===== src/hw/rv_pkg.sv =====
package rv_pkg;

    localparam int xlen       = 32;
    localparam int reg_addr_w = 5;

    typedef logic [xlen-1:0]       word_t;
    typedef logic [reg_addr_w-1:0] reg_addr_t;

    // major opcodes still decoded
    typedef enum logic [6:0] {
        op_reg   = 7'b0110011,
        op_imm   = 7'b0010011,
        op_lui   = 7'b0110111,
        op_load  = 7'b0000011,
        op_store = 7'b0100011,
        op_br    = 7'b1100011
    } opcode_e;

    typedef enum logic [3:0] {
        alu_add,
        alu_sub,
        alu_and,
        alu_or,
        alu_xor,
        alu_slt,
        alu_sltu,
        alu_sll,
        alu_srl,
        alu_sra
    } alu_op_e;

    typedef enum logic {
        src_rs2,
        src_imm
    } src_b_e;

    typedef enum logic [1:0] {
        wb_alu,
        wb_mem,
        wb_imm   // lui result
    } wb_sel_e;

    typedef enum logic [2:0] {
        br_none,
        beq,
        bne,
        blt,
        bge
    } br_e;

    // source of an execute operand
    typedef enum logic [1:0] {
        fwd_reg,
        fwd_mem,
        fwd_wb
    } fwd_e;

    typedef struct packed {
        alu_op_e   alu_op;
        src_b_e    src_b;
        wb_sel_e   wb_sel;
        br_e       br;
        logic      mem_read;
        logic      mem_write;
        logic      load_regfile;
        reg_addr_t rd;
        reg_addr_t rs1;   // zero when the instruction has no rs1
        reg_addr_t rs2;   // zero when the instruction has no rs2
        word_t     imm;
    } ctrl_word_t;

    // bubble, touches nothing
    localparam ctrl_word_t ctrl_nop = '{
        alu_op:       alu_add,
        src_b:        src_rs2,
        wb_sel:       wb_alu,
        br:           br_none,
        mem_read:     1'b0,
        mem_write:    1'b0,
        load_regfile: 1'b0,
        rd:           '0,
        rs1:          '0,
        rs2:          '0,
        imm:          '0
    };

endpackage


===== src/hw/rv_decode.sv =====
`timescale 1ns/10ps

module rv_decode (
    input  rv_pkg::word_t      instr,
    output rv_pkg::ctrl_word_t ctrl
);
    import rv_pkg::*;

    opcode_e    opcode;
    logic [2:0] funct3;
    logic       funct7_5;
    word_t      imm_i;
    word_t      imm_s;
    word_t      imm_b;
    word_t      imm_u;

    // funct3 to alu op, alt picks sub or sra
    function automatic alu_op_e alu_sel(logic [2:0] f3, logic alt);
        case (f3)
            3'b000:  return alt ? alu_sub : alu_add;
            3'b001:  return alu_sll;
            3'b010:  return alu_slt;
            3'b011:  return alu_sltu;
            3'b100:  return alu_xor;
            3'b101:  return alt ? alu_sra : alu_srl;
            3'b110:  return alu_or;
            default: return alu_and;
        endcase
    endfunction

    assign opcode   = opcode_e'(instr[6:0]);
    assign funct3   = instr[14:12];
    assign funct7_5 = instr[30];

    assign imm_i = {{20{instr[31]}}, instr[31:20]};
    assign imm_s = {{20{instr[31]}}, instr[31:25], instr[11:7]};
    assign imm_b = {{19{instr[31]}}, instr[31], instr[7], instr[30:25], instr[11:8], 1'b0};
    assign imm_u = {instr[31:12], 12'h000};

    always_comb begin
        ctrl = ctrl_nop;   // unknown opcodes stay a bubble
        case (opcode)
            op_lui: begin
                ctrl.wb_sel       = wb_imm;
                ctrl.load_regfile = 1'b1;
                ctrl.rd           = instr[11:7];
                ctrl.imm          = imm_u;
            end
            op_imm: begin
                // srai is the only immediate op with bit 30 meaning anything
                ctrl.alu_op       = alu_sel(funct3, (funct3 == 3'b101) && funct7_5);
                ctrl.src_b        = src_imm;
                ctrl.load_regfile = 1'b1;
                ctrl.rd           = instr[11:7];
                ctrl.rs1          = instr[19:15];
                ctrl.imm          = imm_i;
            end
            op_reg: begin
                ctrl.alu_op       = alu_sel(funct3, funct7_5);
                ctrl.load_regfile = 1'b1;
                ctrl.rd           = instr[11:7];
                ctrl.rs1          = instr[19:15];
                ctrl.rs2          = instr[24:20];
            end
            op_load: begin
                if (funct3 == 3'b010) begin   // lw only
                    ctrl.src_b        = src_imm;
                    ctrl.wb_sel       = wb_mem;
                    ctrl.mem_read     = 1'b1;
                    ctrl.load_regfile = 1'b1;
                    ctrl.rd           = instr[11:7];
                    ctrl.rs1          = instr[19:15];
                    ctrl.imm          = imm_i;
                end
            end
            op_store: begin
                if (funct3 == 3'b010) begin   // sw only
                    ctrl.src_b     = src_imm;
                    ctrl.mem_write = 1'b1;
                    ctrl.rs1       = instr[19:15];
                    ctrl.rs2       = instr[24:20];
                    ctrl.imm       = imm_s;
                end
            end
            op_br: begin
                case (funct3)
                    3'b000:  ctrl.br = beq;
                    3'b001:  ctrl.br = bne;
                    3'b100:  ctrl.br = blt;
                    3'b101:  ctrl.br = bge;
                    default: ctrl.br = br_none;
                endcase
                if (ctrl.br != br_none) begin
                    ctrl.rs1 = instr[19:15];
                    ctrl.rs2 = instr[24:20];
                    ctrl.imm = imm_b;
                end
            end
            default: ctrl = ctrl_nop;
        endcase
    end

endmodule


===== src/hw/rv_regfile.sv =====
`timescale 1ns/10ps

module rv_regfile (
    input  logic              clk,
    input  logic              arst_n,
    input  logic              we,
    input  rv_pkg::reg_addr_t rd,
    input  rv_pkg::word_t     wdata,
    input  rv_pkg::reg_addr_t rs1,
    input  rv_pkg::reg_addr_t rs2,
    output rv_pkg::word_t     rdata1,
    output rv_pkg::word_t     rdata2
);
    import rv_pkg::*;

    word_t regs [0:31];   // entry 0 is never written
    logic  wr_en;

    assign wr_en = we && (rd != '0);

    always_ff @(posedge clk or negedge arst_n) begin
        if (!arst_n) begin
            for (int i = 0; i < 32; i++) begin
                regs[i] <= '0;
            end
        end else if (wr_en) begin
            regs[rd] <= wdata;
        end
    end

    // same-cycle write shows through, covers the wb to id distance
    assign rdata1 = (wr_en && (rd == rs1)) ? wdata : regs[rs1];
    assign rdata2 = (wr_en && (rd == rs2)) ? wdata : regs[rs2];

endmodule


===== src/hw/rv_execute.sv =====
`timescale 1ns/10ps

module rv_execute (
    input  rv_pkg::ctrl_word_t ctrl,
    input  rv_pkg::word_t      pc,
    input  rv_pkg::word_t      rs1_val,
    input  rv_pkg::word_t      rs2_val,
    input  rv_pkg::word_t      mem_val,
    input  rv_pkg::word_t      wb_val,
    input  rv_pkg::fwd_e       fwd_a,
    input  rv_pkg::fwd_e       fwd_b,
    output rv_pkg::word_t      alu_out,
    output rv_pkg::word_t      store_data,
    output logic               br_taken,
    output rv_pkg::word_t      br_target
);
    import rv_pkg::*;

    word_t op_a;
    word_t rs2_fwd;
    word_t op_b;

    function automatic word_t fwd_pick(fwd_e sel, word_t reg_v, word_t mem_v, word_t wb_v);
        case (sel)
            fwd_mem: return mem_v;
            fwd_wb:  return wb_v;
            default: return reg_v;
        endcase
    endfunction

    assign op_a    = fwd_pick(fwd_a, rs1_val, mem_val, wb_val);
    assign rs2_fwd = fwd_pick(fwd_b, rs2_val, mem_val, wb_val);
    assign op_b    = (ctrl.src_b == src_imm) ? ctrl.imm : rs2_fwd;

    always_comb begin
        case (ctrl.alu_op)
            alu_sub:  alu_out = op_a - op_b;
            alu_and:  alu_out = op_a & op_b;
            alu_or:   alu_out = op_a | op_b;
            alu_xor:  alu_out = op_a ^ op_b;
            alu_slt:  alu_out = {31'b0, $signed(op_a) < $signed(op_b)};
            alu_sltu: alu_out = {31'b0, op_a < op_b};
            alu_sll:  alu_out = op_a << op_b[4:0];
            alu_srl:  alu_out = op_a >> op_b[4:0];
            alu_sra:  alu_out = word_t'($signed(op_a) >>> op_b[4:0]);
            default:  alu_out = op_a + op_b;   // add, also load/store address
        endcase
    end

    // branches always compare the two registers, never the immediate
    always_comb begin
        case (ctrl.br)
            beq:     br_taken = (op_a == rs2_fwd);
            bne:     br_taken = (op_a != rs2_fwd);
            blt:     br_taken = ($signed(op_a) < $signed(rs2_fwd));
            bge:     br_taken = ($signed(op_a) >= $signed(rs2_fwd));
            default: br_taken = 1'b0;
        endcase
    end

    assign br_target  = pc + ctrl.imm;
    assign store_data = rs2_fwd;   // forwarded, so a fresh result can be stored

endmodule


===== src/hw/rv_hazard.sv =====
`timescale 1ns/10ps

module rv_hazard (
    input  rv_pkg::ctrl_word_t id_ctrl,
    input  rv_pkg::ctrl_word_t ex_ctrl,
    input  rv_pkg::ctrl_word_t mem_ctrl,
    input  rv_pkg::ctrl_word_t wb_ctrl,
    input  logic               br_taken_mem,
    output rv_pkg::fwd_e       fwd_a,
    output rv_pkg::fwd_e       fwd_b,
    output logic               stall,
    output logic               flush
);
    import rv_pkg::*;

    logic load_use;

    // producer writes a nonzero register that the consumer reads
    function automatic logic writes(ctrl_word_t producer, reg_addr_t rs);
        return producer.load_regfile && (producer.rd != '0) && (producer.rd == rs);
    endfunction

    function automatic fwd_e fwd_src(reg_addr_t rs);
        // loads in mem are kept out by the stall
        if (writes(mem_ctrl, rs) && !mem_ctrl.mem_read) begin
            return fwd_mem;
        end
        if (writes(wb_ctrl, rs)) begin
            return fwd_wb;
        end
        return fwd_reg;
    endfunction

    assign fwd_a = fwd_src(ex_ctrl.rs1);
    assign fwd_b = fwd_src(ex_ctrl.rs2);

    assign load_use = ex_ctrl.mem_read &&
                      (writes(ex_ctrl, id_ctrl.rs1) || writes(ex_ctrl, id_ctrl.rs2));

    assign flush = br_taken_mem && (mem_ctrl.br != br_none);
    assign stall = load_use && !flush;   // a flush drops the pair anyway

endmodule


===== src/hw/rv_core.sv =====
`timescale 1ns/10ps

module rv_core #(
    parameter rv_pkg::word_t RESET_PC = '0
) (
    input  logic          clk,
    input  logic          arst_n,
    input  rv_pkg::word_t inst_rdata,
    input  logic          inst_resp,
    output rv_pkg::word_t inst_addr,
    input  rv_pkg::word_t data_rdata,
    input  logic          data_resp,
    output rv_pkg::word_t data_addr,
    output rv_pkg::word_t data_wdata,
    output logic          data_read,
    output logic          data_write
);
    import rv_pkg::*;

    typedef struct packed {
        word_t pc;
        word_t rs1_val;
        word_t rs2_val;
    } id_ex_t;

    typedef struct packed {
        word_t alu;
        word_t store_data;
        word_t br_target;
    } ex_mem_t;

    typedef struct packed {
        word_t alu;
        word_t rdata;
    } mem_wb_t;

    word_t      pc;
    word_t      pc_next;
    word_t      if_pc;
    word_t      if_instr;
    ctrl_word_t id_ctrl;
    ctrl_word_t ex_ctrl;
    ctrl_word_t mem_ctrl;
    ctrl_word_t wb_ctrl;
    id_ex_t     ex_data;
    ex_mem_t    mem_data;
    mem_wb_t    wb_data;
    logic       mem_br_taken;

    word_t rs1_val;
    word_t rs2_val;
    word_t alu_out;
    word_t store_data;
    word_t br_target;
    logic  br_taken;
    word_t mem_val;
    word_t wb_val;
    fwd_e  fwd_a;
    fwd_e  fwd_b;
    logic  stall;
    logic  flush;
    logic  data_active;
    logic  advance;

    // whole pipeline freezes until both memories have answered
    assign data_active = mem_ctrl.mem_read || mem_ctrl.mem_write;
    assign advance     = inst_resp && (!data_active || data_resp);

    always_comb begin
        if (flush) begin
            pc_next = mem_data.br_target;
        end else if (stall) begin
            pc_next = pc;
        end else begin
            pc_next = pc + 32'd4;
        end
    end

    always_ff @(posedge clk or negedge arst_n) begin
        if (!arst_n) begin
            pc           <= RESET_PC;
            if_instr     <= '0;   // decodes as a bubble
            ex_ctrl      <= ctrl_nop;
            mem_ctrl     <= ctrl_nop;
            wb_ctrl      <= ctrl_nop;
            mem_br_taken <= 1'b0;
        end else if (advance) begin
            pc <= pc_next;
            if (flush) begin
                if_instr <= '0;
            end else if (!stall) begin
                if_instr <= inst_rdata;
            end
            ex_ctrl      <= (flush || stall) ? ctrl_nop : id_ctrl;
            mem_ctrl     <= flush ? ctrl_nop : ex_ctrl;
            mem_br_taken <= br_taken && !flush;
            wb_ctrl      <= mem_ctrl;
        end
    end

    // payload follows the control words
    always_ff @(posedge clk) begin
        if (advance) begin
            if (!stall) begin
                if_pc <= pc;
            end
            ex_data  <= '{pc: if_pc, rs1_val: rs1_val, rs2_val: rs2_val};
            mem_data <= '{alu: alu_out, store_data: store_data, br_target: br_target};
            wb_data  <= '{alu: mem_data.alu, rdata: data_rdata};
        end
    end

    rv_decode u_decode (
        .instr (if_instr),
        .ctrl  (id_ctrl)
    );

    rv_regfile u_regfile (
        .clk    (clk),
        .arst_n (arst_n),
        .we     (wb_ctrl.load_regfile && advance),
        .rd     (wb_ctrl.rd),
        .wdata  (wb_val),
        .rs1    (id_ctrl.rs1),
        .rs2    (id_ctrl.rs2),
        .rdata1 (rs1_val),
        .rdata2 (rs2_val)
    );

    rv_execute u_execute (
        .ctrl       (ex_ctrl),
        .pc         (ex_data.pc),
        .rs1_val    (ex_data.rs1_val),
        .rs2_val    (ex_data.rs2_val),
        .mem_val    (mem_val),
        .wb_val     (wb_val),
        .fwd_a      (fwd_a),
        .fwd_b      (fwd_b),
        .alu_out    (alu_out),
        .store_data (store_data),
        .br_taken   (br_taken),
        .br_target  (br_target)
    );

    rv_hazard u_hazard (
        .id_ctrl      (id_ctrl),
        .ex_ctrl      (ex_ctrl),
        .mem_ctrl     (mem_ctrl),
        .wb_ctrl      (wb_ctrl),
        .br_taken_mem (mem_br_taken),
        .fwd_a        (fwd_a),
        .fwd_b        (fwd_b),
        .stall        (stall),
        .flush        (flush)
    );

    // lui in mem has its result in the immediate, not the alu
    assign mem_val = (mem_ctrl.wb_sel == wb_imm) ? mem_ctrl.imm : mem_data.alu;

    always_comb begin
        case (wb_ctrl.wb_sel)
            wb_mem:  wb_val = wb_data.rdata;
            wb_imm:  wb_val = wb_ctrl.imm;
            default: wb_val = wb_data.alu;
        endcase
    end

    assign inst_addr  = pc;
    assign data_addr  = mem_data.alu;
    assign data_wdata = mem_data.store_data;
    assign data_read  = mem_ctrl.mem_read;
    assign data_write = mem_ctrl.mem_write;

endmodule


===== config.mk =====
export PLATFORM = sky130hd
export DESIGN_NAME = rv_core
export DESIGN_NICKNAME = d
export VERILOG_FILES = /design/src/hw/rv_pkg.sv /design/src/hw/rv_decode.sv /design/src/hw/rv_regfile.sv /design/src/hw/rv_execute.sv /design/src/hw/rv_hazard.sv /design/src/hw/rv_core.sv
export SDC_FILE = /design/constraint.sdc
export NUM_CORES = 2
export LEC_CHECK = 0
export ABC_AREA = 1
export BUFFER_PORTS_ARGS = -buffer_cell sky130_fd_sc_hd__buf_4
export CORE_AREA = 2 2 505 507
export CTS_CLUSTER_SIZE = 8
export DETAILED_ROUTE_END_ITERATION = 8
export DIE_AREA = 0 0 507 509
export GPL_ROUTABILITY_DRIVEN = 0
export PLACE_DENSITY = 0.59
export SLEW_MARGIN = 15
export SYNTH_ARGS = -nofsm -noshare
export SYNTH_HDL_FRONTEND = slang
export SYNTH_SLANG_ARGS = --single-unit

===== constraint.sdc =====
create_clock -name clk -period 22.4 [get_ports clk]
set_input_delay 4.48 -clock clk [delete_from_list [all_inputs] [get_ports clk]]
set_output_delay 4.48 -clock clk [all_outputs]
set_load 0.05 [all_outputs]

==> results.py <==
metrics = {
    "outcome": {
        "status": "complete, no violations",
    },
    "power": {
        "powerDensity_nw_per_um2": 72.80,
        "sw_frac_of_total_pct": 29.38,
        "power.leakage_nw": 42.45,
        "report.power.total_mw": 7.059,
        "p_int_mw": 4.985,
        "power_frac_seq_pct": 44.5,
        "power.share.combinational_pct": 13.1,
        "clockPowerShare_pct": 42.4,
        "switching_power_mw": 2.074,
        "ir_drop_v": 0.00008902,
    },
    "sta": {
        "hold_viol_final": 0,
        "worst_slew_margin_rel_pct": 15.64,
        "worstMarginPinSlew_ns": 1.254,
        "timing.final.setup_violations": 0,
        "final_period_util_pct": 35.90,
        "final_max_slew_viol_count": 0,
        "clock-skew-final_ns": 0.08511,
        "rsz_0062_raised_after_global_routing": "false",
        "final_hold_slack_ns": 0.3744,
        "setup_tns_ns": 0,
        "finalWorstPathRequiredPeriod_ns": 8.042,
        "fmax_ghz": 0.1243,
    },
    "floorplanning": {
        "fp-row-count": 185,
        "die_x_microns": 507,
        "floorplan.initialDensity_pct": 34.85,
        "dieHeight_microns": 509,
        "floorplan.die_area_sq_um": 258100,
        "pin_count": 166,
        "fp.coreArea_sq_um": 252800,
    },
    "clock_network": {
        "clkTransAtPathRegs_ns": 0.05,
        "cts_hold_buffers": 0,
        "postCtsResizedCells": 0,
        "cts-buffers-inserted": 209,
        "tritoncts": "built",
        "clock_tree.htree_level_count": 4,
        "cts_root_buffer_type": "sky130_fd_sc_hd__clkbuf_16",
        "clock_tree.buffer_depth": 3,
        "cts.repair_timing.setup_buffer_count": 0,
        "sinks_on_clock_net": 1520,
        "clock_latency_ns": 0.90,
    },
    "grt": {
        "track_usage_pct": 26.10,
        "number_of_global_route_vias_before_repair": 79930,
        "number_of_antenna_violations_at_the_first_check_in_global_routing": 21,
        "globalRouteOverflowTotal": 0,
        "pin_count_of_the_biggest_net_entering_global_routing": 205,
        "wire_length_of_the_first_global_routing_pass_mm": 513.6,
    },
    "worst_setup_path": {
        "crit_path_max_fanout": 122,
        "crit_top_cell": "sky130_fd_sc_hd__buf_4",
        "setup_crit_path_kind": "primary input to asynchronous set/reset pin",
        "critical_path_cell_by_cell": "buf_16 > buf_4 > buf_4 > buf_4 > buf_4 > buf_4",
        "worst_path_max_delay_cell": "sky130_fd_sc_hd__buf_4",
        "critPathCaptureType": "asynchronous set/reset pin",
        "critPathRequiredTime_ns": 23.31,
        "worstSetupStartpointType": "primary input",
        "critPathTopFamily": "buffers and inverters",
        "max_incr_delay_on_cp_ns": 0.83,
        "worstPathBufferInverterCount": 6,
        "arrival_ns": 8.95,
    },
    "drt": {
        "drcViolationCount": 0,
        "wl_per_cell_microns": 24.11,
        "dr_total_vias": 85190,
        "route.detailed.vias_per_inst": 5.917,
        "dr.pass1.iters": 9,
        "antenna_viol_nets_final": 0,
        "drt-total-wl_mm": 347.1,
        "drt-initial-drc-count": 12220,
    },
    "synthesis": {
        "number_of_synthesized_flops_with_an_enable_pin": 288,
        "synth_commonest_cells": "sky130_fd_sc_hd__nand2_1 (2570), sky130_fd_sc_hd__o21ai_0 (1998), sky130_fd_sc_hd__dfrtp_1 (1232), sky130_fd_sc_hd__clkbuf_1 (754), sky130_fd_sc_hd__nand3_1 (745)",
        "synth_seq_area_share_pct": 44.82,
        "synthesis.yosys.warnings": 0,
        "ys_seq_elements": 1520,
        "post-synth-top-count-cell": "sky130_fd_sc_hd__nand2_1",
        "synth.cell_area_sq_um": 88080,
        "synth_ff_type": "sky130_fd_sc_hd__dfrtp_1",
        "post_synth_main_area_contributors": "sky130_fd_sc_hd__dfrtp_1 (35%), sky130_fd_sc_hd__o21ai_0 (11%), sky130_fd_sc_hd__nand2_1 (11%), sky130_fd_sc_hd__edfxtp_1 (9.8%), sky130_fd_sc_hd__o211ai_1 (4.5%)",
        "netlist-cell-type-count": 64,
        "mappedNetlistNets": 11650,
        "post-synth-top-area-cell": "sky130_fd_sc_hd__dfrtp_1",
        "avgSynthCellArea_sq_um": 7.719,
        "synth_cells": 11410,
        "asyncSetResetFlopFracSynth_pct": 81.05,
        "yosys.area.top_type_share_pct": 35.00,
    },
    "layout": {
        "drive_gt1_share_pct": 7.283,
        "postLayoutCoreUtil_pct": 38.36,
        "fin_nets": 11150,
        "layout-area-overhead-vs-synth_pct": 10.09,
        "layout.filler_cells": 25770,
    },
    "hold_path": {
        "min-delay-path-class": "flop to flop",
    },
    "place": {
        "detailedPlacementHpwl_mm": 209.1,
        "port_buffers": 165,
    },
    "run": {
        "drv_cap": 0,
    },
}
[cell families (layout without fill, tap and decap cells)]
logic type	count (synthesis)	in the layout	share of synthesized area, %
simple gates	4290	4290	20.31
other cells	0	7	0
mux	2	2	0.02557
xor+xnor	89	89	0.8850
fa+ha+maj	166	166	2.384
flops	1520	1520	44.82
buf+inv	1791	1405	8.185
compound gates	3553	3553	23.39
[metal layers]
metal	GRT usage (%)	part of all wire [%]	vias up
met5	0	0.048	-
met4	13.91	5.9	26
met3	6.347	11	1003
met2	38.29	42	5022
met1	35.39	41	41070
li1	-	-	38060
[final cells by class]
| class | instances | area [sq um] | share of cell area [%] |
|---|---|---|---|
| Antenna cell | 7 | 17.52 | 0.01806 |
| Clock inverter | 17 | 387.9 | 0.4000 |
| Sequential cell | 1520 | 39480 | 40.71 |
| Multi-Input combinational cell | 8100 | 41880 | 43.19 |
| Clock buffer | 300 | 5603 | 5.778 |
| Inverter | 776 | 2945 | 3.037 |
| Tap cell | 3366 | 4212 | 4.343 |
| Timing Repair Buffer | 312 | 2450 | 2.526 |
[worst paths after layout]
path                                      startpoint              endpoint  slack [ns]  depth (start not counted)
max in group clk                           data_resp           ex_data[14]       14.84                          7
worst max-delay path                          arst_n   u_regfile.regs[730]       14.36                          6
min in group asynchronous                     arst_n   u_regfile.regs[356]        3.55                          1
worst max register to register           wb_ctrl[46]         data_addr[27]       15.11                         25
worst min register to register  u_regfile.regs[1018]  u_regfile.regs[1018]        0.37                          0
worst min-delay path            u_regfile.regs[1018]  u_regfile.regs[1018]        0.37                          0
[stage by stage]
step / setup WS [ns] / instances / cell area [sq um]
6_report: 14.36 / 14400 / 96970
5_1_grt: 13.77 / 14390 / 96950
4_1_cts: 14.26 / 14390 / 96950
3_5_place_dp: 13.35 / 14070 / 90960
3_3_place_gp: 13.45 / 14070 / 90960
2_1_floorplan: 9.582 / 11410 / 88080
[flip-flops by register name (all words and copies together) (netlist names)]
| register | count |
|---|---|
| wb_ctrl | 40 |
| if_instr | 32 |
| data_write | 1 |
| mem_br_taken | 1 |
| if_pc | 32 |
| mem_data | 32 |
| ex_ctrl | 59 |
| ex_data | 96 |
| u_regfile.regs | 1024 |
| mem_ctrl | 43 |
| inst_addr | 32 |
| wb_data | 64 |
| data_wdata | 32 |
| data_addr | 32 |
[power groups by stage]
| stage | Clock (mW) | Sequential, mW | Combinational, mW |
|---|---|---|---|
| finish | 2.99 | 3.14 | 0.924 |
| global route | 3.15 | 3.15 | 1.01 |
| CTS | 3.04 | 3.13 | 0.909 |
| detailed placement | 0 | 3.18 | 0.905 |
| global placement | 0 | 3.17 | 0.891 |
| floorplan | 0 | 3.18 | 0.565 |
[layout by cell type (no fill, tap or decap), drive strengths merged, types with 29 or more instances in the layout]
| cell type | n |
|---|---|
| nor3 | 39 |
| nand4 | 45 |
| nand2 | 2579 |
| a21oi | 236 |
| ha | 163 |
| o221ai | 195 |
| nor2 | 670 |
| or2 | 174 |
| xor2 | 68 |
| dfrtp | 1232 |
| o21ai | 2200 |
| o31ai | 29 |
| inv | 775 |
| clkbuf | 300 |
| edfxtp | 288 |
| o22ai | 252 |
| nand3 | 748 |
| o211ai | 535 |
| buf | 312 |
(Power assumes the default switching activity.)
